File: src/design/creditFifo.sv
`timescale 1ns/100ps

module creditFifo #(
	parameter type payload_t = logic,
	parameter int depth = 4
) (
	input logic clock,
	input logic reset,
	input payload_t in,
	input logic push,
	output payload_t out,
	input logic pop,
	output logic empty,
	output logic credit
);

	payload_t entries [depth];
	logic [$clog2(depth)-1:0] rdPtr;
	logic [$clog2(depth)-1:0] wrPtr;
	logic [$clog2(depth+1)-1:0] count;
	logic doPop;

	assign empty = (count == '0);
	assign doPop = pop && !empty;
	assign out = entries[rdPtr]; // head entry comes straight from a register.

	always_ff @(posedge clock) begin
		if (push) begin
			entries[wrPtr] <= in;
		end
	end

	always_ff @(posedge clock) begin
		if (reset) begin
			rdPtr <= '0;
			wrPtr <= '0;
			count <= '0;
			credit <= 1'b0;
		end else begin
			credit <= doPop; // one slot handed back to the sender.
			if (push) begin
				wrPtr <= (wrPtr == depth - 1) ? '0 : wrPtr + 1'b1;
			end
			if (doPop) begin
				rdPtr <= (rdPtr == depth - 1) ? '0 : rdPtr + 1'b1;
			end
			case ({push, doPop})
				2'b10: count <= count + 1'b1;
				2'b01: count <= count - 1'b1;
				default: count <= count;
			endcase
		end
	end

endmodule

File: config.mk
export PLATFORM = sky130hd
export DESIGN_NAME = creditFifo
export DESIGN_NICKNAME = d
export VERILOG_FILES = /design/src/design/creditFifo.sv
export SDC_FILE = /design/constraint.sdc
export NUM_CORES = 1
export LEC_CHECK = 0
export ABC_AREA = 1
export BUFFER_PORTS_ARGS = -buffer_cell sky130_fd_sc_hd__buf_2
export CAP_MARGIN = 10
export CORE_AREA = 2 2 39 41
export CTS_CLUSTER_DIAMETER = 30
export DETAILED_ROUTE_END_ITERATION = 7
export DIE_AREA = 0 0 41 43
export PLACE_DENSITY_LB_ADDON = 0.15
export SLEW_MARGIN = 15
export SYNTH_ARGS = -nofsm -noshare
export SYNTH_HDL_FRONTEND = slang
export SYNTH_SLANG_ARGS = --single-unit
File: constraint.sdc
create_clock -name clock -period 1.9 [get_ports clock]
set_clock_uncertainty 0.2 [all_clocks]
set_input_delay 0.095 -clock clock [delete_from_list [all_inputs] [get_ports clock]]
set_output_delay 0.095 -clock clock [all_outputs]
set_load 0.03 [all_outputs]
==> flow_summary.toml <==
[layout]
postLayoutCoreUtil = 0.598
diodes = 0
nets = 108
drive_above_1_share = 0.232
final_cell_mix = "inv_1, nand2_1, nor2_1"
syn2layout_area_growth_pct = 22.9
mostFrequentLayoutCell = "inv_1"

[clocking]
cts_buffer_depth = 2
clock_latency_ps = 280
cts_tree = "built"
h-tree-depth = 1
clkSinkCount = 14
root_buffer = "clkbuf_4"
post_cts_buffers = 0
clkSlewWorstSetupHoldPaths_ps = 90
cts_buffers = 3

[power]
p_leak_nw = 0.422
p_per_area_nw_per_um2 = 1100
vdd_ir_drop_max_mv = 0.473

[run_status]
status = "finished clean"

[synthesis]
synth_area_um2 = 673
synthesis.instances = 78
yosysUniqueCellTypes = 15
synth_nets = 90
yosysWarnings = 0
yosysSeqAreaShare = 0.476
ys_ff_latch = 14
syn_avg_cell_area_um2 = 8.63

[global_routing]
grt_max_degree = 9
grtUsageMet1 = 0.191
grt_use_met3 = 0.0314
grt.overflow.total = 0
track_usage = 0.149
grt_pass1_vias = 472
grt_pass1_wl_um = 1810
grt_util_met2 = 0.225
grt.busiest_layer = "met2"
antenna_found_initial = 0

[route]
routed_wl_um = 976
drtIter0Drc = 4
first_pass_iters = 4
via_per_inst = 4.65
vias = 516
route.detailed.drc = 0
routedWlPerCell_um = 8.79
antenna_left = 0

[placed_design]
dp_hpwl_um = 727
place_congestion = 0.726
pre_cts_slack_ps = 77.4
portBuffers = 7

[critical_path]
cp_max_fo = 5
crit_required_ps = 1880
path_class = "in -> reg"
arrival_ps = 1750
rr_startpoint = "count[0]"
worstSetupEndpointType = "register"
r2r_setup_slack_ps = 150
worstSetupStartpoint = "push"
start_kind = "input port"

[worst_hold_path]
worstHoldStart = "count[0]"
hold_path_class = "reg -> reg"

[sta]
final-setup-viol-count = 0
relSlewSlack = 0.876
drv_slew = 0
layout_min_cycle_time_ps = 1760
final.setup.worst_slack_ps = 136
fmax_mhz = 567
final.period_utilization = 0.928
final_hold_viol_count = 0
tightest_slew_ps = 186

[die]
start_util = 0.486
io_pins = 8
row_count = 14
core_region_area_um2 = 1380
die_y_um = 43
die_x_um = 41
die-area_um2 = 1760

[run]
maxCapViolCount = 0
cells by family after synthesis:
group	share of synthesized area
adder cells (fa/ha/maj)	0.141
flip-flops	0.476
AND/OR/NAND/NOR	0.188
AO/OA/AOI/OAI	0.0892
buffers and inverters	0.106
layout make-up:
class / instances / area, um2
inverter: 19 / 71.3
multi-input combinational: 45 / 287
timing repair buffer: 13 / 98.8
clock inverter: 1 / 3.75
fill: 134 / 557
tap: 16 / 20.0
clock buffer: 3 / 22.5
sequential: 14 / 324
per-stage QoR:
step           power [W]  TNS [ps]  cell area, um2  hold slack [ps]  instances
5_1_grt         0.000993     -31.9             827              268        111
2_1_floorplan   0.000635         0             673            -32.6         78
3_5_place_dp    0.000720         0             736             98.7        102
3_3_place_gp    0.000711         0             736             95.1        102
4_1_cts         0.000904         0             812              282        111
6_report        0.000907         0             827              246        111
power by group:
part,internal [W],total [W],switching (W)
clock network,0.0000761,0.000174,0.0000980
registers,0.000366,0.000398,0.0000325
logic,0.000133,0.000334,0.000202
timing repair:
action	in CTS	in global routing
hold buffers	5	0
setup endpoints to repair	0	1
hold endpoints to repair	17	0
gates resized for setup	0	9
critical path, stage by stage:
cell and delay, ps:
dlygate4sd3_1 530, buf_2 150, inv_2 90, ha_2 180, inv_1 60, fa_2 330, inv_1 60, nand2_1 60
nand3_1 60, nand2_1 50, inv_1 40, nor2_1 30
Yosys cell counts:
cell type  count  share of area
inv_2          2          0.011
nand4_1        1         0.0093
dfxtp_1       10           0.30
nor3_2         1          0.015
nand3_4        1          0.026
ha_1           6           0.11
nand2_1       11          0.061
nand3_1        3          0.022
o21ai_0        6          0.045
edfxtp_1       4           0.18
nor2_1         8          0.045
fa_1           1          0.030
or2_1          1         0.0093
inv_1         17          0.095
a21oi_1        6          0.045
final timing paths:
kind | end | cells after the start
min reg2reg | count[0] | 1
max reg2reg | count[2] | 13
max | count[2] | 12
min | count[0] | 1
layer usage:
layer  share of wire  routed length, um  up-vias
met5               0                  0        -
met4           0.030                 29        0
met3           0.037                 36        5
met2            0.44                426        9
met1            0.50                484      220
li1                -                  -      282
Power figures use the tool's default switching activity.
