==> src/design/mpuPkg.sv <==
package mpuPkg;

	localparam int dataWidth = 32;
	localparam int numLanes = 8;
	localparam int threadIdWidth = 4;
	localparam int numThreads = 1 << threadIdWidth;
	localparam int progDepth = 32;
	localparam int progIdxWidth = $clog2(progDepth);
	localparam int lengthWidth = progIdxWidth + 1; // a full program of progDepth words must fit.
	localparam int dataAddrWidth = 8;
	localparam int dataDepth = 1 << dataAddrWidth;
	localparam int hostFifoDepth = 4;
	localparam int readCreditWidth = 8;

	// command word bits, lowest set bit wins.
	localparam int cmdRun = 0;
	localparam int cmdStoreProg = 1;
	localparam int cmdStoreData = 2;
	localparam int cmdLoadData = 3;
	localparam int cmdStop = 4;
	localparam int cmdSetLanes = 5;

	typedef logic [dataWidth-1:0] word_t;

	typedef struct packed {
		logic valid;
		word_t data;
	} hostWord_t;

	typedef struct packed {
		logic write;
		logic [threadIdWidth-1:0] threadId;
		logic [progIdxWidth-1:0] index;
		word_t data;
	} progReq_t;

	typedef struct packed {
		logic valid;
		logic write;
		logic [dataAddrWidth-1:0] addr;
		word_t data;
	} dataReq_t;

	typedef struct packed {
		logic valid;
		logic [threadIdWidth-1:0] threadId;
		logic [lengthWidth-1:0] length;
		logic [numLanes-1:0] laneMask;
	} dispatch_t;

	typedef struct packed {
		logic noThread;
		logic stopped;
		logic running;
		logic ready;
	} status_t;

endpackage

==> src/design/threadMem.sv <==
`timescale 1ns/100ps

module threadMem (
	input logic clock,
	input logic reset,
	input mpuPkg::progReq_t progWr,
	input logic [mpuPkg::threadIdWidth-1:0] queryId,
	input logic query,
	output logic hasProg,
	output logic [mpuPkg::lengthWidth-1:0] queryLength,
	output logic queryValid
);
	import mpuPkg::*;

	word_t progStore [numThreads * progDepth];
	logic [lengthWidth-1:0] lengths [numThreads];
	logic [lengthWidth-1:0] writeLength;

	assign writeLength = {1'b0, progWr.index} + 1'b1; // words up to and including this one.

	always_ff @(posedge clock) begin
		if (progWr.write) begin
			progStore[{progWr.threadId, progWr.index}] <= progWr.data;
		end
	end

	always_ff @(posedge clock) begin
		if (reset) begin
			for (int i = 0; i < numThreads; i++) begin
				lengths[i] <= '0;
			end
		end else if (progWr.write) begin
			if (progWr.index == '0)
				lengths[progWr.threadId] <= writeLength; // a new program starts over.
			else if (writeLength > lengths[progWr.threadId])
				lengths[progWr.threadId] <= writeLength;
		end
	end

	always_ff @(posedge clock) begin
		if (reset) begin
			queryValid <= 1'b0;
		end else begin
			queryValid <= query;
		end
	end

	always_ff @(posedge clock) begin
		if (query) begin
			hasProg <= (lengths[queryId] != '0);
			queryLength <= lengths[queryId];
		end
	end

endmodule

==> config.mk <==
export PLATFORM = sky130hd
export DESIGN_NAME = threadMem
export DESIGN_NICKNAME = d
export VERILOG_FILES = /design/src/design/mpuPkg.sv /design/src/design/threadMem.sv
export SDC_FILE = /design/constraint.sdc
export NUM_CORES = 1
export LEC_CHECK = 0
export BUFFER_PORTS_ARGS = -buffer_cell sky130_fd_sc_hd__buf_2
export CORE_MARGIN = 1.5
export CORE_UTILIZATION = 25
export DETAILED_ROUTE_END_ITERATION = 16
export HOLD_SLACK_MARGIN = 0.15
export PLACE_DENSITY = 0.41
export SETUP_SLACK_MARGIN = 0.5
export SLEW_MARGIN = 10
export SYNTH_ARGS = -nofsm -noshare
export SYNTH_HDL_FRONTEND = slang
export SYNTH_SLANG_ARGS = --single-unit
==> constraint.sdc <==
create_clock -name clock -period 8.6 [get_ports clock]
set_clock_uncertainty 0.05 [all_clocks]
set_input_delay 1.72 -clock clock [delete_from_list [all_inputs] [get_ports clock]]
set_output_delay 1.72 -clock clock [all_outputs]
set_load 0.005 [all_outputs]
==> run_results.csv, run 1 <==
group,metric,value,unit
route,drcViolationCount,0,
sta,holdWs,0.768,ns
die,die_area,24700,um2
place,dpl_cell_area,6340,um2
route,dr_total_vias,3958,
clock_network,clockBufferDepth,2,
sta,fin_setup_tns,0,ns
route,via_per_inst,5.34,
die,num_rows,56,
synthesis,synth_adder_area_share,0.0169,
synthesis,yosysSeqAreaShare,0.524,
layout,area_growth,12.6,%
global_routing,antenna_found_initial,0,
worst_setup_path,path_class,"in2reg",
die,die_width,157,um
sta,setup_violations,0,
worst_setup_path,path_cells,"buf_2 > buf_4 > mux4_2 > mux4_2 > inv_1 > ha_1 > nand3_1 > a21oi_1 > a2111oi_4 > buf_4 > o31ai_1",
global_routing,grt_max_degree,69,
route,postRouteAntennaNets,0,
synthesis,synthSimpleGateAreaFrac,0.148,
route,wl_per_cell,24.0,um
worst_setup_path,required,8.53,ns
worst_setup_path,critPathBufInv,4,
clock_network,cts-buffers-inserted,9,
global_routing,grt_overflow_total,0,
route,dr.max_layer_used,"met4",
global_routing,grtUsageTotal,0.151,
sta,finalCritPeriodShare,0.670,
route,wl_met1,7890,um
synthesis,synth_compound_area_frac,0.0424,
synthesis,synth-xor-area-share,0.00442,
die,core-area,23400,um2
power,ir_worst_vdd,0.100,mV
layout,nets,474,
synthesis,synth.area.top_cells,"edfxtp_1 (52%), mux4_2 (15%), nor4_1 (10%), mux4_1 (6.2%), o31ai_1 (2.0%)",
route,first_pass_iters,5,
worst_setup_path,critical_path.max_fanout,68,
synthesis,synth_top_cell_area_share,0.521,
layout,design_area,6690,um2
clock_network,postCtsHoldBufs,0,
sta,fmax,174,MHz
worst_hold_path,min_path_type,"reg2reg",
synthesis,synth.area.mux_share,0.214,
sta,hold_viol,0,
power,p_leak,2.12,nW
place,hpwl,12100,um
synthesis,syn_nets,477,
route,routed_wl,17700,um
global_routing,grt_pass1_wl,26200,um
clock_network,clockRootBuffer,"clkbuf_16",
worst_setup_path,path_delay_family,"compound AO/OA/AOI/OAI gates",
layout,regArea,3110,um2
layout,nFillCells,2406,
route,met3_length,829,um
worst_setup_path,cp.arrival,5.69,ns
global_routing,grt_pass1_vias,3882,
synthesis,avgSynthCellArea,14.1,um2
die,initial_core_util,0.254,
layout,antenna_cells,0,
clock_network,cts_max_level,3,
die,io_pins,57,
clock_network,cts_tree,"yes",
synthesis,synthCells,420,
clock_network,cts_setup_buffers,0,
layout,multi_input_area,2570,um2
worst_setup_path,max_stage_delay,1.09,ns
run_status,status,"finished clean",
synthesis,synthDistinctLibCells,31,
worst_setup_path,worst_setup_path_end_kind,"flop",
power,finalPower,1.27,mW
worst_setup_path,cp-start-kind,"input pin",
synthesis,netlist_area,5940,um2
synthesis,ys_seq_elements,104,
sta,slew_headroom,0.179,
synthesis,ys.warnings.count,0,
place,numPortBuffers,24,
layout,fin_util,0.286,
power,powerDensity,191,nW/um2
route,drt_iter0_markers,329,
sta,rsz0062_at_grt,"no",
clock_network,cts_sinks,104,
clock_network,ctsResizeCount,0,
worst_setup_path,crit_path_top_delay_cell,"o31ai_1",
run,maxCapViolations,0,
clock_network,clkTransAtPathRegs,0.07,ns
layout,drive_above_1_share,0.235,
route,dr_wl_met2,8560,um
sta,maxSlewViolCount,0,
sta,period_needed,5.76,ns
synthesis,synth_top_family_by_area,"multiplexers",
synthesis,synth_top_area_cell,"edfxtp_1",
sta,tightest_slew,1.22,ns
die,die_h,157,um
place,gp_congestion,0.775,
clock_network,worst_skew_pair.late_latency,0.37,ns
[synth_stat cells (all sizes together)]
cell	n
dfxtp	1
nand2b	2
clkbuf	28
ha	8
inv	13
a2111oi	1
nor2b	7
clkinv	1
nand2	23
buf	23
edfxtp	103
o31ai	16
or2	2
xnor2	1
nand3	13
a22oi	12
xor2	2
o21ai	1
and2	1
o311ai	1
nor4	97
a21oi	1
a21o	1
mux4	54
nand4	1
nor2	6
nor4b	1
[worst reg2reg max path: stages (launching register included)]
cell       delay, ns
edfxtp_1        0.41
mux4_2          0.52
mux4_2          0.47
inv_1           0.07
ha_1            0.19
nand3_1         0.17
a21oi_1         0.25
a2111oi_4       0.08
buf_4           0.37
o31ai_1         1.12
[kinds of logic after synthesis]
| kind of cell | Yosys count |
|---|---|
| flops | 104 |
| fa+ha+maj | 8 |
| simple gates | 153 |
| mux | 54 |
| xor+xnor | 3 |
| buf+inv | 65 |
| compound gates | 33 |
[metrics by stage]
stage / setup WS (ns) / std cells
CTS: 2.67 / 741
global placement: 2.39 / 725
finish: 2.84 / 741
global route: 2.55 / 741
floorplan: 3.52 / 420
detailed placement: 2.29 / 725
[layer usage]
| layer | GRT usage | up-vias |
|---|---|---|
| met3 | 0.0262 | 31 |
| met5 | 0 | - |
| met4 | 0.0544 | 0 |
| met1 | 0.201 | 2029 |
| li1 | - | 1781 |
| met2 | 0.245 | 117 |
[power breakdown]
group          internal [mW]  switching [mW]
combinational         0.0672           0.145
clock                  0.285           0.190
sequential             0.579         0.00942
total                  0.931           0.344
[sequential cells by signal, indices dropped and copies added, names as in the netlist]
name and cells:
queryLength 6, lengths 96, queryValid 1, hasProg 1
[final timing paths]
path	from	endpoint	slack [ns]	cells past startpoint
min reg2reg	lengths[15][2]$_SDFFCE_PN0P_	queryLength[2]$_DFFE_PP_	0.77	3
max reg2reg	lengths[11][5]$_SDFFCE_PN0P_	lengths[9][1]$_SDFFCE_PN0P_	4.52	9
max	progWr[37]	lengths[9][1]$_SDFFCE_PN0P_	2.84	11
min	lengths[15][2]$_SDFFCE_PN0P_	queryLength[2]$_DFFE_PP_	0.77	3
[area by class of cell]
class	instances	share of cell area
inverters	14	0.00786
well taps	319	0.0597
multi-input cells	251	0.384
flip-flops and latches	104	0.465
clock inverters	5	0.0157
clock buffers	11	0.0348
repair buffers	37	0.0325
[placed cells by master (no fill, tap or decap), drive strengths merged, types with 7 or more instances in the layout]
| master | instances |
|---|---|
| ha | 8 |
| nand3 | 13 |
| nor2b | 7 |
| nor4 | 97 |
| mux4 | 54 |
| nand2 | 23 |
| buf | 37 |
| inv | 13 |
| a22oi | 12 |
| edfxtp | 103 |
| o31ai | 16 |
| clkbuf | 11 |
Power figures use the tool's default switching activity.
==> run 2: changes to the inputs <==
- clock period: 8.6 -> 5.6 ns (I/O delays scaled with it)
==> run_results.csv, run 2 (synthesis gave the netlist of run 1 again) <==
group,metric,value,unit
die,die_area,24700,um2
layout,area_growth,16.4,%
worst_setup_path,r2r-start,"lengths[3][1]$_SDFFCE_PN0P_",
worst_hold_path,hold_depth,3,
worst_setup_path,cp.arrival,4.65,ns
worst_hold_path,min_from,"lengths[6][3]$_SDFFCE_PN0P_",
sta,hold_viol,0,
worst_setup_path,ff2ff_setup_slack,2.10,ns
sta,fmax,216,MHz
place,numPortBuffers,24,
power,p_switching,0.540,mW
clock_network,clockRootBuffer,"clkbuf_16",
sta,rsz0062_at_grt,"no",
route,drt_iter0_markers,369,
sta,setup_violations,0,
layout,nFillCells,2386,
route,dr_total_vias,4132,
route,first_pass_iters,5,
worst_setup_path,path_class,"in2reg",
die,num_rows,56,
sta,period_needed,4.62,ns
route,via_per_inst,5.37,
layout,design_area,6910,um2
route,wl_per_cell,24.2,um
global_routing,grt_max_degree,73,
power,ir_worst_vdd,0.182,mV
clock_network,cts_sinks,104,
die,io_pins,57,
sta,maxSlewViolCount,0,
die,die_h,157,um
clock_network,ctsResizeCount,0,
power,pwr-share-seq,0.473,
clock_network,worst_skew_pair.late_latency,0.36,ns
power,p_comb_frac,0.194,
place,dp_slack,0.593,ns
power,p_int,1.37,mW
route,drcViolationCount,0,
worst_setup_path,required,5.63,ns
power,p_leak,2.26,nW
place,hpwl,13000,um
run,maxCapViolations,0,
route,met3_length,788,um
worst_setup_path,critical_path.max_fanout,40,
clock_network,cts_setup_buffers,0,
run_status,status,"finished clean",
layout,top_register,"lengths",
worst_setup_path,worst_setup_path_end_kind,"flop",
power,powerDensity,276,nW/um2
power,switching_share,0.283,
global_routing,grt_overflow_total,0,
layout,regArea,3110,um2
sta,slew_headroom,0.372,
layout,multi_input_area,2550,um2
global_routing,grt_pass1_wl,27000,um
layout,final_cell_mix,"edfxtp_1 (103), nor4_1 (97), mux4_2 (40)",
layout,final_common_cell,"edfxtp_1",
worst_setup_path,reg2reg_to,"lengths[1][0]$_SDFFCE_PN0P_",
power,power.share.clock,0.333,
worst_setup_path,cp-start-kind,"input pin",
die,initial_core_util,0.254,
die,die_width,157,um
clock_network,cts_tree,"yes",
clock_network,clkTransAtPathRegs,0.07,ns
route,dr_wl_met2,9120,um
worst_hold_path,holdPathEnd,"queryLength[3]$_DFFE_PP_",
sta,finalCritPeriodShare,0.826,
layout,largest_reg_flops,96,
sta,fin_setup_tns,0,ns
place,gp_congestion,0.778,
layout,nets,502,
sta,tightest_slew,0.943,ns
global_routing,grt_pass1_vias,4035,
layout,top_regs,"lengths (96), queryLength (6)",
layout,antenna_cells,0,
global_routing,antenna_found_initial,0,
clock_network,cts_max_level,3,
route,routed_wl,18600,um
route,dr.max_layer_used,"met4",
worst_setup_path,r2r_cells,11,
global_routing,grtUsageTotal,0.155,
clock_network,clockBufferDepth,2,
layout,drive_above_1_share,0.271,
clock_network,postCtsHoldBufs,0,
place,dpl_cell_area,6620,um2
sta,timing.final.ws_setup,0.977,ns
die,core-area,23400,um2
worst_hold_path,min_path_type,"reg2reg",
route,wl_met1,8460,um
clock_network,cts-buffers-inserted,9,
route,postRouteAntennaNets,0,
[run 2: cell count changes in the layout (fill, tap and decap cells not counted), moves of 3 or more]
cell,before,now
clkinv_1,1,4
o31ai_2,3,0
o31ai_1,13,16
buf_12,0,6
buf_4,13,35
[run 2: through the flow]
step            util  instances  hold WS [ns]  power [mW]
4_1_cts        0.295        769         0.794        1.92
5_1_grt        0.295        769         0.820        1.97
3_5_place_dp   0.283        753         0.773        1.29
6_report       0.295        769         0.788        1.91
3_3_place_gp   0.283        753         0.750        1.28
2_1_floorplan      -        420         0.690        1.14
[run 2: layout make-up]
type,instances,share of cell area
Clock buffer,10,0.0331
Clock inverter,6,0.00851
Timing Repair Buffer,65,0.0728
Inverter,14,0.00761
Multi-Input combinational cell,251,0.370
Sequential cell,104,0.451
Tap cell,319,0.0578
[run 2: worst max path at each step]
stage | startpoint | endpoint | slack [ns]
floorplan | progWr[37] | lengths[12][0]$_SDFFCE_PN0P_ | 1.12
global placement | progWr[37] | lengths[15][4]$_SDFFCE_PN0P_ | 0.64
global route | progWr[37] | lengths[10][1]$_SDFFCE_PN0P_ | 0.77
finish | progWr[37] | lengths[15][3]$_SDFFCE_PN0P_ | 0.98
detailed placement | progWr[37] | lengths[15][5]$_SDFFCE_PN0P_ | 0.59
CTS | progWr[37] | lengths[15][3]$_SDFFCE_PN0P_ | 0.96
[run 2: worst max-delay path: stages]
cell and delay [ns]:
buf_2 0.50, buf_12 0.25, mux4_2 0.56, mux4_2 0.46
inv_1 0.09, ha_1 0.20, nand3_1 0.17, a21oi_1 0.27
a2111oi_4 0.11, buf_12 0.23, o31ai_1 0.42, buf_4 0.24
[run 2: power groups by stage]
| stage | Sequential [mW] | Combinational (mW) | Clock (mW) |
|---|---|---|---|
| 6_report | 0.903 | 0.371 | 0.637 |
| 5_1_grt | 0.906 | 0.394 | 0.673 |
| 4_1_cts | 0.903 | 0.371 | 0.647 |
| 3_5_place_dp | 0.921 | 0.370 | 0 |
| 3_3_place_gp | 0.918 | 0.366 | 0 |
| 2_1_floorplan | 0.914 | 0.227 | 0 |
[run 2: metal layers]
layer,vias up,GRT usage
li1,1839,-
met3,15,0.0248
met1,2150,0.212
met4,0,0.0418
met5,-,0
met2,128,0.256
==> run 3: changes to the inputs <==
- clock period: 5.6 -> 4.4 ns (I/O delays scaled with it)
==> run_results.csv, run 3 (synthesis gave the netlist of run 1 again) <==
group,metric,value,unit
global_routing,grt_pass1_vias,4177,
route,postRouteAntennaNets,0,
sta,maxSlewViolCount,0,
worst_setup_path,critical_path.max_fanout,8,
sta,period_needed,3.85,ns
sta,tightest_slew,0.791,ns
worst_setup_path,critPathBufInv,8,
worst_setup_path,required,4.47,ns
run_status,status,"finished clean",
die,initial_core_util,0.254,
worst_setup_path,reg2reg_to,"lengths[14][5]$_SDFFCE_PN0P_",
sta,fmax,260,MHz
layout,regArea,3110,um2
worst_hold_path,min_path_type,"in2reg",
power,powerDensity,357,nW/um2
layout,largest_reg_flops,96,
route,via_per_inst,5.43,
layout,final_cell_mix,"edfxtp_1 (103), nor4_1 (97), buf_4 (49)",
place,dp_slack,-0.00589,ns
place,dpl_cell_area,6960,um2
die,io_pins,57,
layout,final_cells,801,
clock_network,cts_sinks,104,
place,numPortBuffers,24,
clock_network,postCtsHoldBufs,0,
place,placedCellCount,759,
sta,timing.final.ws_setup,0.547,ns
die,num_rows,56,
worst_setup_path,worst_setup_path_end_kind,"flop",
sta,finalCritPeriodShare,0.876,
clock_network,clockRootBuffer,"clkbuf_16",
worst_setup_path,crit_cells,14,
clock_network,clockBufferDepth,2,
sta,setup_violations,0,
worst_setup_path,path_class,"in2reg",
die,die_width,157,um
worst_setup_path,cp-startpoint,"progWr[37]",
global_routing,grt_max_degree,42,
global_routing,grt_pass1_wl,28100,um
route,dr_total_vias,4349,
route,drcViolationCount,0,
route,first_pass_iters,4,
worst_setup_path,endpoint,"lengths[14][5]$_SDFFCE_PN0P_",
die,die_area,24700,um2
layout,design_area,7720,um2
global_routing,grt_overflow_total,0,
sta,hold_viol,0,
worst_setup_path,ff2ff_setup_slack,0.95,ns
global_routing,grtUsageTotal,0.161,
layout,multi_input_area,2830,um2
worst_setup_path,r2r_cells,13,
worst_setup_path,cp-start-kind,"input pin",
layout,antenna_cells,0,
worst_setup_path,max_stage_delay,0.52,ns
place,gp_congestion,0.775,
layout,top_regs,"lengths (96), queryLength (6)",
power,p_leak,2.59,nW
layout,nFillCells,2315,
clock_network,cts_max_level,3,
clock_network,worst_skew_pair.late_latency,0.36,ns
route,wl_per_cell,24.9,um
route,drt_iter0_markers,461,
die,core-area,23400,um2
worst_setup_path,path_delay_family,"buffers and inverters",
route,routed_wl,20000,um
power,finalPower,2.76,mW
place,hpwl,13200,um
clock_network,clkTransAtPathRegs,0.07,ns
die,die_h,157,um
worst_setup_path,cp.arrival,3.92,ns
clock_network,cts-buffers-inserted,9,
sta,rsz0062_at_grt,"no",
worst_setup_path,path_cells,"buf_12 > buf_12 > buf_4 > mux4_2 > mux4_2 > inv_2 > ha_4 > a21o_1 > a2111oi_4 > buf_4 > buf_12 > buf_16 > o31ai_2 > buf_4",
worst_setup_path,crit_path_top_delay_cell,"mux4_2",
layout,top_register,"lengths",
layout,final_common_cell,"edfxtp_1",
layout,nets,534,
layout,drive_above_1_share,0.380,
sta,holdWs,0.648,ns
clock_network,cts_tree,"yes",
worst_setup_path,r2r-start,"lengths[7][1]$_SDFFCE_PN0P_",
global_routing,antenna_found_initial,0,
power,ir_worst_vdd,0.190,mV
run,maxCapViolations,0,
layout,area_growth,30.1,%
sta,slew_headroom,0.471,
run 3: final cells by class:
type	instances	area share
clock buffer	9	0.0292
sequential	104	0.403
tap	319	0.0517
multi-input combinational	251	0.366
clock inverter	7	0.0143
timing repair buffer	97	0.129
inverter	14	0.00680
run 3: per-layer routing:
layer	up-vias	part of all wire	GRT usage	routed length [um]
li1	1906	-	-	-
met5	-	0	0	0
met4	0	0.025	0.0629	505
met1	2256	0.43	0.219	8680
met2	161	0.48	0.260	9640
met3	26	0.057	0.0248	1140
run 3: power breakdown:
group          internal, mW  total (mW)  leakage [nW]  switching (mW)
Combinational         0.297       0.674          1.36           0.377
Sequential             1.13        1.15          1.07          0.0201
Clock                 0.553       0.932         0.169           0.379
run 3: repair_timing:
item	4_1_cts	5_1_grt
resized for setup	6	21
buffers inserted	5	16
hold endpoints to repair	0	0
cloned	1	4
setup endpoints to repair	153	157
pin swaps	0	7
run 3: per-stage QoR:
step	util	setup TNS (ns)
2_1_floorplan	-	0
3_3_place_gp	0.297	-0.558
3_5_place_dp	0.297	-0.0329
4_1_cts	0.316	0
5_1_grt	0.330	0
6_report	0.330	0
run 3: how the worst min path moves through the flow:
stage	from	endpoint	slack, ns	depth (start not counted)
2_1_floorplan	lengths[15][2]$_SDFFCE_PN0P_	queryLength[2]$_DFFE_PP_	0.69	3
5_1_grt	reset	queryValid$_SDFF_PP0_	0.65	2
4_1_cts	reset	queryValid$_SDFF_PP0_	0.64	2
6_report	reset	queryValid$_SDFF_PP0_	0.65	2
3_3_place_gp	lengths[12][1]$_SDFFCE_PN0P_	queryLength[1]$_DFFE_PP_	0.77	3
3_5_place_dp	lengths[12][1]$_SDFFCE_PN0P_	queryLength[1]$_DFFE_PP_	0.76	3
