==> config.mk <==
export PLATFORM = sky130hd
export DESIGN_NAME = hostCmdIf
export DESIGN_NICKNAME = d
export VERILOG_FILES = /design/src/design/mpuPkg.sv /design/src/design/hostCmdIf.sv
export SDC_FILE = /design/constraint.sdc
export NUM_CORES = 1
export LEC_CHECK = 0
export BUFFER_PORTS_ARGS = -buffer_cell sky130_fd_sc_hd__buf_2
export CORE_ASPECT_RATIO = 1.5
export CORE_MARGIN = 1
export CORE_UTILIZATION = 25
export CTS_CLUSTER_SIZE = 10
export DETAILED_ROUTE_END_ITERATION = 8
export PLACE_DENSITY_LB_ADDON = 0.08
export SYNTH_ARGS = -nofsm -noshare
export SYNTH_HDL_FRONTEND = slang
export SYNTH_SLANG_ARGS = --single-unit
==> constraint.sdc <==
create_clock -name clock -period 2.7 [get_ports clock]
set_input_delay 0.54 -clock clock [delete_from_list [all_inputs] [get_ports clock]]
set_output_delay 0.54 -clock clock [all_outputs]
set_load 0.005 [all_outputs]
==> src/design/mpuPkg.sv <==
package mpuPkg;

	localparam int dataWidth = 32;
	localparam int numLanes = 8;
	localparam int threadIdWidth = 4;
	localparam int numThreads = 1 << threadIdWidth;
	localparam int progDepth = 32;
	localparam int progIdxWidth = $clog2(progDepth);
	localparam int lengthWidth = progIdxWidth + 1; // a full program of progDepth words must fit.
	localparam int dataAddrWidth = 8;
	localparam int dataDepth = 1 << dataAddrWidth;
	localparam int hostFifoDepth = 4;
	localparam int readCreditWidth = 8;

	// command word bits, lowest set bit wins.
	localparam int cmdRun = 0;
	localparam int cmdStoreProg = 1;
	localparam int cmdStoreData = 2;
	localparam int cmdLoadData = 3;
	localparam int cmdStop = 4;
	localparam int cmdSetLanes = 5;

	typedef logic [dataWidth-1:0] word_t;

	typedef struct packed {
		logic valid;
		word_t data;
	} hostWord_t;

	typedef struct packed {
		logic write;
		logic [threadIdWidth-1:0] threadId;
		logic [progIdxWidth-1:0] index;
		word_t data;
	} progReq_t;

	typedef struct packed {
		logic valid;
		logic write;
		logic [dataAddrWidth-1:0] addr;
		word_t data;
	} dataReq_t;

	typedef struct packed {
		logic valid;
		logic [threadIdWidth-1:0] threadId;
		logic [lengthWidth-1:0] length;
		logic [numLanes-1:0] laneMask;
	} dispatch_t;

	typedef struct packed {
		logic noThread;
		logic stopped;
		logic running;
		logic ready;
	} status_t;

endpackage

==> src/design/hostCmdIf.sv <==
`timescale 1ns/100ps

module hostCmdIf (
	input logic clock,
	input logic reset,
	input mpuPkg::hostWord_t cmdWord,
	output logic cmdPop,
	output mpuPkg::progReq_t progWr,
	output logic [mpuPkg::threadIdWidth-1:0] queryId,
	output logic query,
	input logic hasProg,
	input logic [mpuPkg::lengthWidth-1:0] queryLength,
	input logic queryValid,
	output mpuPkg::dataReq_t dataReq,
	input mpuPkg::word_t rdata,
	input logic rvalid,
	output mpuPkg::hostWord_t readOut,
	input logic readCredits,
	output mpuPkg::dispatch_t dispatchOut,
	input logic dispatchFree,
	input logic commit,
	output logic [mpuPkg::numLanes-1:0] laneMask,
	output mpuPkg::status_t status
);
	import mpuPkg::*;

	typedef enum logic [3:0] {
		sIdle, sLanes, sProgId, sProgLen, sProgData, sCount, sStride,
		sBase, sStoreData, sLoadData, sRunId, sQuery, sDispatch, sStop
	} state_t;

	state_t state;
	state_t nextCmd;
	word_t word;
	word_t remaining;
	logic [threadIdWidth-1:0] threadId;
	logic [lengthWidth-1:0] runLength;
	logic [progIdxWidth-1:0] progIdx;
	logic [dataAddrWidth-1:0] stride;
	logic [dataAddrWidth-1:0] addr;
	logic loadCmd;
	logic takesWord;
	logic take;
	logic lastWord;
	logic acceptCmd;
	logic storeWrite;
	logic loadIssue;
	logic loadDone;
	logic noProg;
	logic dispatchNow;
	logic setReady;
	logic ready;
	logic running;
	logic stopped;
	logic noThread;

	function automatic state_t decodeCmd(input word_t cmd);
		state_t next;
		if (cmd[cmdRun])
			next = sRunId;
		else if (cmd[cmdStoreProg])
			next = sProgId;
		else if (cmd[cmdStoreData] || cmd[cmdLoadData])
			next = sCount;
		else if (cmd[cmdStop])
			next = sStop;
		else if (cmd[cmdSetLanes])
			next = sLanes;
		else
			next = sIdle; // no known bit, the word is dropped.
		return next;
	endfunction

	always_comb begin
		case (state)
			sLoadData, sQuery, sDispatch: takesWord = 1'b0;
			default: takesWord = 1'b1;
		endcase
	end

	assign word = cmdWord.data;
	assign nextCmd = decodeCmd(word);
	assign cmdPop = cmdWord.valid && takesWord;
	assign take = cmdPop;
	assign lastWord = (remaining == word_t'(1));

	assign acceptCmd = take && (((state == sIdle) && (nextCmd != sIdle)) ||
		((state == sStop) && word[cmdRun]));
	assign storeWrite = (state == sStoreData) && take;
	// one read in flight at a time, so the credit count is current when the next issues.
	assign loadIssue = (state == sLoadData) && (remaining != '0) && readCredits && !rvalid;
	assign loadDone = (state == sLoadData) && rvalid && (remaining == '0);
	assign noProg = (state == sQuery) && queryValid && !hasProg;
	assign dispatchNow = (state == sDispatch) && dispatchFree;

	assign setReady = ((state == sLanes) && take) ||
		((state == sProgLen) && take && (word == '0)) ||
		((state == sProgData) && take && lastWord) ||
		((state == sBase) && take && (remaining == '0)) ||
		(storeWrite && lastWord) || loadDone || noProg || dispatchNow;

	assign progWr = '{write: (state == sProgData) && take, threadId: threadId,
		index: progIdx, data: word};
	assign query = (state == sRunId) && take;
	assign queryId = word[threadIdWidth-1:0];
	assign dataReq = '{valid: storeWrite || loadIssue, write: storeWrite, addr: addr, data: word};
	assign readOut = '{valid: (state == sLoadData) && rvalid, data: rdata};
	assign dispatchOut = '{valid: dispatchNow, threadId: threadId, length: runLength,
		laneMask: laneMask};
	assign status = '{noThread: noThread, stopped: stopped, running: running, ready: ready};

	always_ff @(posedge clock) begin
		if (reset) begin
			state <= sIdle;
		end else begin
			case (state)
				sIdle: if (take) state <= nextCmd;
				sLanes: if (take) state <= sIdle;
				sProgId: if (take) state <= sProgLen;
				sProgLen: if (take) state <= (word == '0) ? sIdle : sProgData;
				sProgData: if (take && lastWord) state <= sIdle;
				sCount: if (take) state <= sStride;
				sStride: if (take) state <= sBase;
				sBase: begin
					if (take && (remaining == '0))
						state <= sIdle;
					else if (take)
						state <= loadCmd ? sLoadData : sStoreData;
				end
				sStoreData: if (take && lastWord) state <= sIdle;
				sLoadData: if (loadDone) state <= sIdle;
				sRunId: if (take) state <= sQuery;
				sQuery: if (queryValid) state <= hasProg ? sDispatch : sIdle;
				sDispatch: if (dispatchFree) state <= sIdle;
				sStop: if (take && word[cmdRun]) state <= sRunId; // other words are thrown away.
				default: state <= sIdle;
			endcase
		end
	end

	always_ff @(posedge clock) begin
		if ((state == sIdle) && take) loadCmd <= !word[cmdStoreData];
		if ((state == sProgId || state == sRunId) && take) threadId <= word[threadIdWidth-1:0];
		if ((state == sProgLen || state == sCount) && take) remaining <= word;
		if ((state == sProgLen) && take) progIdx <= '0;
		if ((state == sStride) && take) stride <= word[dataAddrWidth-1:0];
		if ((state == sBase) && take) addr <= word[dataAddrWidth-1:0];
		if (progWr.write) begin
			remaining <= remaining - 1'b1;
			progIdx <= progIdx + 1'b1;
		end
		if (storeWrite || loadIssue) begin
			remaining <= remaining - 1'b1;
			addr <= addr + stride; // wraps around the data memory.
		end
		if ((state == sQuery) && queryValid) runLength <= queryLength;
	end

	always_ff @(posedge clock) begin
		if (reset) begin
			ready <= 1'b0;
			running <= 1'b0;
			stopped <= 1'b0;
			noThread <= 1'b0;
			laneMask <= '0;
		end else begin
			if (acceptCmd)
				ready <= 1'b0;
			else if (setReady)
				ready <= 1'b1;
			if (commit)
				running <= 1'b0; // lanes hand back the dispatch credit.
			else if (dispatchNow)
				running <= 1'b1;
			if ((state == sStop) && take && word[cmdRun])
				stopped <= 1'b0;
			else if ((state == sIdle) && take && (nextCmd == sStop))
				stopped <= 1'b1;
			if (take && (state == sIdle || state == sStop))
				noThread <= 1'b0;
			else if (noProg)
				noThread <= 1'b1;
			if ((state == sLanes) && take)
				laneMask <= word[numLanes-1:0];
		end
	end

endmodule

==> summary.md, run 1 <==
| Metric | Value |
|---|---|
| Status | `finished, final reports clean` |
| GRT met1 Usage | `0.159` |
| Ys flop type | `edfxtp_1` |
| Initial antenna violation count | `0` |
| M2 GR Usage | `0.242` |
| Clock sinks | `80` |
| Hpwl dp | `11.6 mm` |
| Slew HR | `0.548` |
| Layout area overhead | `15.3%` |
| Worst r2r src | `remaining[14]$_DFFE_PP_` |
| Slew Limit Fails | `0` |
| Initial Util | `0.257` |
| CP Capture Type | `primary output` |
| Final instance area | `between 0.006 and 0.007 mm^2` |
| Die area | `0.0225 mm^2` |
| Clk slew on worst S/H paths | `around 0.070 ns` |
| Endpoints failing setup | `0` |
| Most frequent cells in the layout | `buf_2, edfxtp_1, nor2_1` |
| Crit-path slowest cell | `edfxtp_1` |
| Row count | `65` |
| First-pass GRT wire length | `about 23 mm` |
| Crit Path Max Fanout | `5` |
| WP data required | `about 2.2 ns` |
| GR Overflow Total | `0` |
| Mapped Area | `between 0.005 and 0.006 mm^2` |
| DP Worst Slack | `0.116 ns` |
| Port-buffer cells | `between 150 and 200` |
| Total wire length | `around 15 mm` |
| Max-cap viol count | `0` |
| Fillcell total | `2279` |
| CTS Buffer Depth | `2` |
| Yosys cell types | `66` |
| Hold_sp | `commit` |
| Setup WS post-layout | `just under 0.07 ns` |
| GRT Util Overall | `0.136` |
| Power per cell area | `around 770 mW/mm^2` |
| Crit Path Category | `flip-flop to primary output` |
| LEAKAGE | `2.66 nW` |
| Largest net degree at the start of global routing | `33` |
| Die Wd | `approximately 120 um` |
| Via density | `4.55` |
| RSZ-0062 raised after global routing | `yes` |
| CP delay by family, top | `simple AND/OR/NAND/NOR gates` |
| Worst Tran Pin Value | `about 0.67 ns` |
| Vias in the first global route | `between 4000 and 5000` |
| CP max stage delay | `between 0.4 and 0.5 ns` |
| Number of synthesized flops with an enable pin | `64` |
| DR iter-0 viols | `between 200 and 250` |
| DR WL/cell | `~16 um` |
| Grt peak-use layer | `met2` |
| # IOs | `about 230` |
| Die Ht | `183 um` |
| Seq cells post-synth | `80` |
| Post-Syn Area per Cell | `9.62 um^2` |
| Warning count from the yosys run | `0` |
| Met3 usage in global routing | `0.0249` |
| Worst min path class | `primary input to flip-flop` |
| Cell mode on critical path | `nor2_2` |
| Worst-Skew Late Latency | `between 0.3 and 0.4 ns` |
| Gate Count Post-Synth | `roughly 570` |
| Placer Congestion | `about 0.86` |
| Fraction of registers with async set/reset | `0` |
| DRT antenna net count | `0` |
| Peak VDD IR | `0.371 mV` |
| Share of cells above drive strength 1 | `0.379` |
| Antenna Cells | `0` |
| Worst path arrival time | `2.09 ns` |
| Clock tree root buffer cell | `clkbuf_16` |
| Minimum clock period | `about 2.6 ns` |
| Fin Hold WS | `between 0.3 and 0.4 ns` |
| Max Freq | `approximately 0.38 GHz` |
| Via count | `roughly 4200` |
| Final Skew | `0.0111 ns` |
| Num CTS Buffers | `9` |
| Critical-path cell list | `nor4_4 > nand4b_1 > nor4_2 > buf_4 > nor2_2 > nor2_2 > inv_2 > buf_6` |
| Core area | `roughly 0.021 mm^2` |
| DRC Markers | `0` |
| Total Nets Final | `around 740` |
| Final worst-path cycle share | `0.975` |
| Register area share after synthesis | `0.410` |
| Pre-antenna DRT Iters | `4` |
| CTS tree | `built` |
| H-tree depth | `3` |
| Crit path from | `remaining[24]$_DFFE_PP_` |
| Synthesized Nets | `~660` |
| Startpoint types | `flip-flop` |
| Crit path buffers/inverters | `3` |
| TNS Setup | `0 ns` |
| Hold Vio Cnt, Final | `0` |
| Commonest non-fill, non-tap cell in the layout | `buf_2` |
| Dpl cell area | `slightly below 0.006 mm^2` |
report_power, final:
group / total [W] / internal (W) / switching, W
sequential: 0.00191 / 0.00165 / 0.000252
combinational: 0.00172 / 0.000764 / 0.000956
clock: 0.00125 / 0.000719 / 0.000534
total: 0.00488 / 0.00314 / 0.00174
state kept, by name (all words and copies together) (netlist names), 4 cells and up:
name / flops
threadId: 4
remaining: 32
progIdx: 5
stride: 8
addr: 8
runLength: 6
laneMask: 8
state: 4
cell usage after synthesis (3+ instances only):
cell | n | share of area
xor2_1 | 17 | 0.027
nor3_1 | 16 | 0.015
or3_1 | 7 | 0.0080
mux2_2 | 7 | 0.014
nand3_1 | 11 | 0.010
ha_1 | 10 | 0.023
xnor2_1 | 20 | 0.032
buf_2 | 5 | 0.0046
or4_1 | 6 | 0.0082
nand4_1 | 5 | 0.0057
nor2_1 | 51 | 0.035
and3_1 | 3 | 0.0034
a21oi_1 | 12 | 0.011
nand2_1 | 48 | 0.033
a21o_1 | 5 | 0.0069
nor4_1 | 11 | 0.013
nor2b_1 | 5 | 0.0057
o21ai_0 | 31 | 0.028
dfxtp_1 | 16 | 0.059
edfxtp_1 | 64 | 0.35
inv_1 | 16 | 0.011
nor4_2 | 3 | 0.0069
clkbuf_1 | 11 | 0.0076
mux2i_1 | 10 | 0.018
buf_4 | 119 | 0.16
and2_1 | 3 | 0.0034
final cells by class:
cell class                      count  area (um^2)  area share
Inverter                           16         60.1     0.00953
Multi-Input combinational cell    334         2210       0.350
Tap cell                          268          335      0.0532
Timing Repair Buffer              205         1160       0.184
Clock buffer                        9          225      0.0357
Clock inverter                      7         71.3      0.0113
Sequential cell                    80         2240       0.356
worst paths after layout:
check / to / slack, ns / depth (start not counted)
max: dataReq[41] / 0.07 / 8
min: running$_SDFFE_PP0P_ / 0.35 / 2
max reg2reg: state[3]$_SDFFE_PP0P_ / 0.13 / 6
min reg2reg: running$_SDFFE_PP0P_ / 0.50 / 2
timing repair:
item / 4_1_cts / 5_1_grt
setup buffers: 5 / 2
endpoints found under the setup margin: 1 / 1
gates resized for setup: 6 / 3
hold buffers: 0 / 0
pin swaps: 3 / 2
metal layers:
metal  wire length, um  vias to the layer above  part of all wire
met2              7790                      163              0.52
met5                 0                        -                 0
li1                  -                     2039                 -
met3               780                       22             0.052
met4               339                        0             0.022
met1              6200                     1960              0.41
per-stage QoR:
step           utilization  total power, W  instances
2_1_floorplan            -         0.00307        568
3_3_place_gp         0.278         0.00362        896
3_5_place_dp         0.278         0.00362        896
4_1_cts              0.296         0.00494        917
5_1_grt              0.297         0.00519        919
6_report             0.297         0.00488        919
kinds of logic (layout without fill, tap and decap cells):
logic type,count (synthesis),after routing,synth area share
buf+inv,154,237,0.194
flops,80,80,0.410
fa+ha+maj,11,11,0.0266
simple gates,190,190,0.182
mux,17,17,0.0327
xor+xnor,37,37,0.0593
compound gates,79,79,0.0948
Power figures use the tool's default switching activity.
==> run 2, diff against run 1 <==
--- a/config.mk
+++ b/config.mk
@@ -8,10 +8,11 @@
 export BUFFER_PORTS_ARGS = -buffer_cell sky130_fd_sc_hd__buf_2
 export CORE_ASPECT_RATIO = 1.5
 export CORE_MARGIN = 1
-export CORE_UTILIZATION = 25
+export CORE_UTILIZATION = 43
 export CTS_CLUSTER_SIZE = 10
 export DETAILED_ROUTE_END_ITERATION = 8
 export PLACE_DENSITY_LB_ADDON = 0.08
+export SKIP_LAST_GASP = 1
 export SYNTH_ARGS = -nofsm -noshare
 export SYNTH_HDL_FRONTEND = slang
 export SYNTH_SLANG_ARGS = --single-unit
==> run 2 against run 1 <==
Net effect: global-route usage is 6.6 points higher; sequential share of layout area rose by 1.1 points; wire length down 14%; cell area is 2.9% lower; fmax down 0.49%; sequential cell count unchanged; count of clock-buffer cells in the layout grew 1; combinational power fell by 5%; clock skew down 0.0034 ns; critical path type unchanged; largest power group unchanged.
==> summary.md, run 2 (synthesis gave the netlist of run 1 again) <==
| Metric | Value |
|---|---|
| Status | `finished, final reports clean` |
| Endpoints failing setup | `0 (unchanged)` |
| LEAKAGE | `2.63 nW (-0.93%)` |
| Dpl cells | `780 (-13%)` |
| Minimum clock period | `2.65 ns (+0.0129 ns)` |
| Largest net degree at the start of global routing | `33 (unchanged)` |
| R2R Path End | `state[3]$_SDFFE_PP0P_` |
| WP data required | `2.16 ns (about the same)` |
| Core area | `0.0124 mm^2 (-41%)` |
| Slew Limit Fails | `0 (unchanged)` |
| Initial Util | `0.439 (+0.182)` |
| CP Capture Type | `primary output` |
| Clock sinks | `80 (unchanged)` |
| Vias in the first global route | `4102 (+0.74%)` |
| Port-buffer cells | `168 (unchanged)` |
| Via density | `5.24 (+15%)` |
| Commonest non-fill, non-tap cell in the layout | `buf_2` |
| Slew HR | `0.629 (+0.0809)` |
| Initial antenna violation count | `0 (unchanged)` |
| Worst Tran Pin Value | `0.555 ns (-0.115 ns)` |
| RSZ-0062 raised after global routing | `yes` |
| Max reg flops | `32 (unchanged)` |
| CTS Buffer Depth | `2 (unchanged)` |
| TNS Setup | `0 ns (unchanged)` |
| Placer Congestion | `0.876 (+2.2%)` |
| Pre-antenna DRT Iters | `5 (+1)` |
| Hold Path Depth | `2 (unchanged)` |
| Crit path from | `remaining[26]$_DFFE_PP_` |
| GR Overflow Total | `0 (unchanged)` |
| Die Ht | `140 um (-23%)` |
| First-pass GRT wire length | `20.4 mm (-11%)` |
| Peak VDD IR | `0.361 mV (-2.9%)` |
| Hold_sp | `commit` |
| Worst r2r src | `remaining[6]$_DFFE_PP_` |
| Hold Vio Cnt, Final | `0 (unchanged)` |
| DR iter-0 viols | `162 (-26%)` |
| Worst hold path endpoint | `running$_SDFFE_PP0P_` |
| H-tree depth | `3 (unchanged)` |
| Max Freq | `0.378 GHz (-0.49%)` |
| Num CTS Buffers | `9 (unchanged)` |
| Antenna Cells | `0 (unchanged)` |
| DRT antenna net count | `0 (unchanged)` |
| Setup slack, reg-to-reg | `0.11 ns (-0.02 ns)` |
| CTS tree | `built` |
| Crit Path Category | `flip-flop to primary output` |
| DR WL/cell | `16.2 um (-1.6%)` |
| Worst-Skew Late Latency | `0.34 ns (about the same)` |
| Non-Filler Instances | `804 (-13%)` |
| # hold bufs at CTS | `0 (unchanged)` |
| Setup WS post-layout | `0.0544 ns (-0.0129 ns)` |
| # IOs | `233 (unchanged)` |
| GRT Util Overall | `0.202 (+0.0665)` |
| Final worst-path cycle share | `0.980 (+0.00479)` |
| Max-cap viol count | `0 (unchanged)` |
| Fillcell total | `1245 (-45%)` |
| Reg with most FFs | `remaining` |
| Worst min path class | `primary input to flip-flop` |
| Total wire length | `13.0 mm (-14%)` |
| Worst path arrival time | `2.11 ns (+0.02 ns)` |
| Clock tree root buffer cell | `clkbuf_16` |
| Layout area overhead | `12.0%` |
| Final Skew | `0.00769 ns (-0.00341 ns)` |
| Crit Path Max Fanout | `4 (-1)` |
| DRC Markers | `0 (unchanged)` |
| Power per cell area | `780 mW/mm^2 (+0.81%)` |
| Total Nets Final | `733 (-0.41%)` |
| DP Worst Slack | `-0.0153 ns (-0.131 ns)` |
| Row count | `50 (-23%)` |
| Share of cells above drive strength 1 | `0.375 (-0.00442)` |
| Die Wd | `94.1 um (-23%)` |
| Via count | `4210 (+0.62%)` |
| R2r worst-path depth | `6 (unchanged)` |
| Die area | `0.0132 mm^2 (-41%)` |
| Hpwl dp | `10.0 mm (-14%)` |
| Most frequent cells in the layout | `buf_2, edfxtp_1, nor2_1` |
| Clk slew on worst S/H paths | `0.06 ns (about the same)` |
| Startpoint types | `flip-flop` |
[run 2: final cells by class]
class / instances / area, um^2 / area share
Clock buffer: 10 / 229 / 0.0374
Clock inverter: 6 / 67.6 / 0.0110
Inverter: 16 / 60.1 / 0.00982
Multi-Input combinational cell: 334 / 2200 / 0.360
Sequential cell: 80 / 2240 / 0.366
Tap cell: 156 / 195 / 0.0319
Timing Repair Buffer: 202 / 1120 / 0.183
[run 2: stage by stage]
| stage | total power, W | utilization | instance area [um^2] | hold slack (ns) |
|---|---|---|---|---|
| after global placement | 0.00351 | 0.460 | 5720 | 0.486 |
| after detailed placement | 0.00352 | 0.460 | 5720 | 0.481 |
| after global routing | 0.00505 | 0.491 | 6120 | 0.365 |
| final | 0.00477 | 0.491 | 6120 | 0.366 |
| after CTS | 0.00480 | 0.490 | 6110 | 0.353 |
| after floorplan | 0.00307 | - | 5470 | 0.442 |
[run 2: worst max-delay path by stage]
| stage | cells past startpoint | to |
|---|---|---|
| finish | 8 | dataReq[41] |
| global route | 8 | dataReq[41] |
| CTS | 8 | dataReq[41] |
| detailed placement | 7 | ready$_SDFFE_PP0P_ |
| global placement | 7 | ready$_SDFFE_PP0P_ |
| floorplan | 7 | remaining[0]$_DFFE_PP_ |
[run 2: worst max-delay path, stage by stage, from the launching register on]
cell and delay, ns:
edfxtp_1 0.46, nor4_4 0.40, nand4b_1 0.21, nor4_2 0.18, buf_4 0.16, nor2_1 0.05
nor2_2 0.14, inv_1 0.05, buf_2 0.12
[run 2: timing repair]
| item | in CTS | in global routing |
|---|---|---|
| resized for setup | 5 | 1 |
| pin swaps | 3 | 2 |
| setup buffers | 7 | 1 |
| setup endpoints to repair | 1 | 5 |
[run 2: where the power goes]
part	internal, W	switching (W)	leakage [nW]
combinational	0.000726	0.000909	1.78
sequential	0.00165	0.000263	0.715
clock	0.000720	0.000503	0.141
[run 2: metal layers]
metal / up-vias / track usage / wire, um
met3: 23 / 0.0353 / 681
met5: - / 0 / 0
met2: 180 / 0.373 / 6900
met4: 0 / 0.0980 / 329
li1: 2043 / - / -
met1: 1964 / 0.218 / 5080
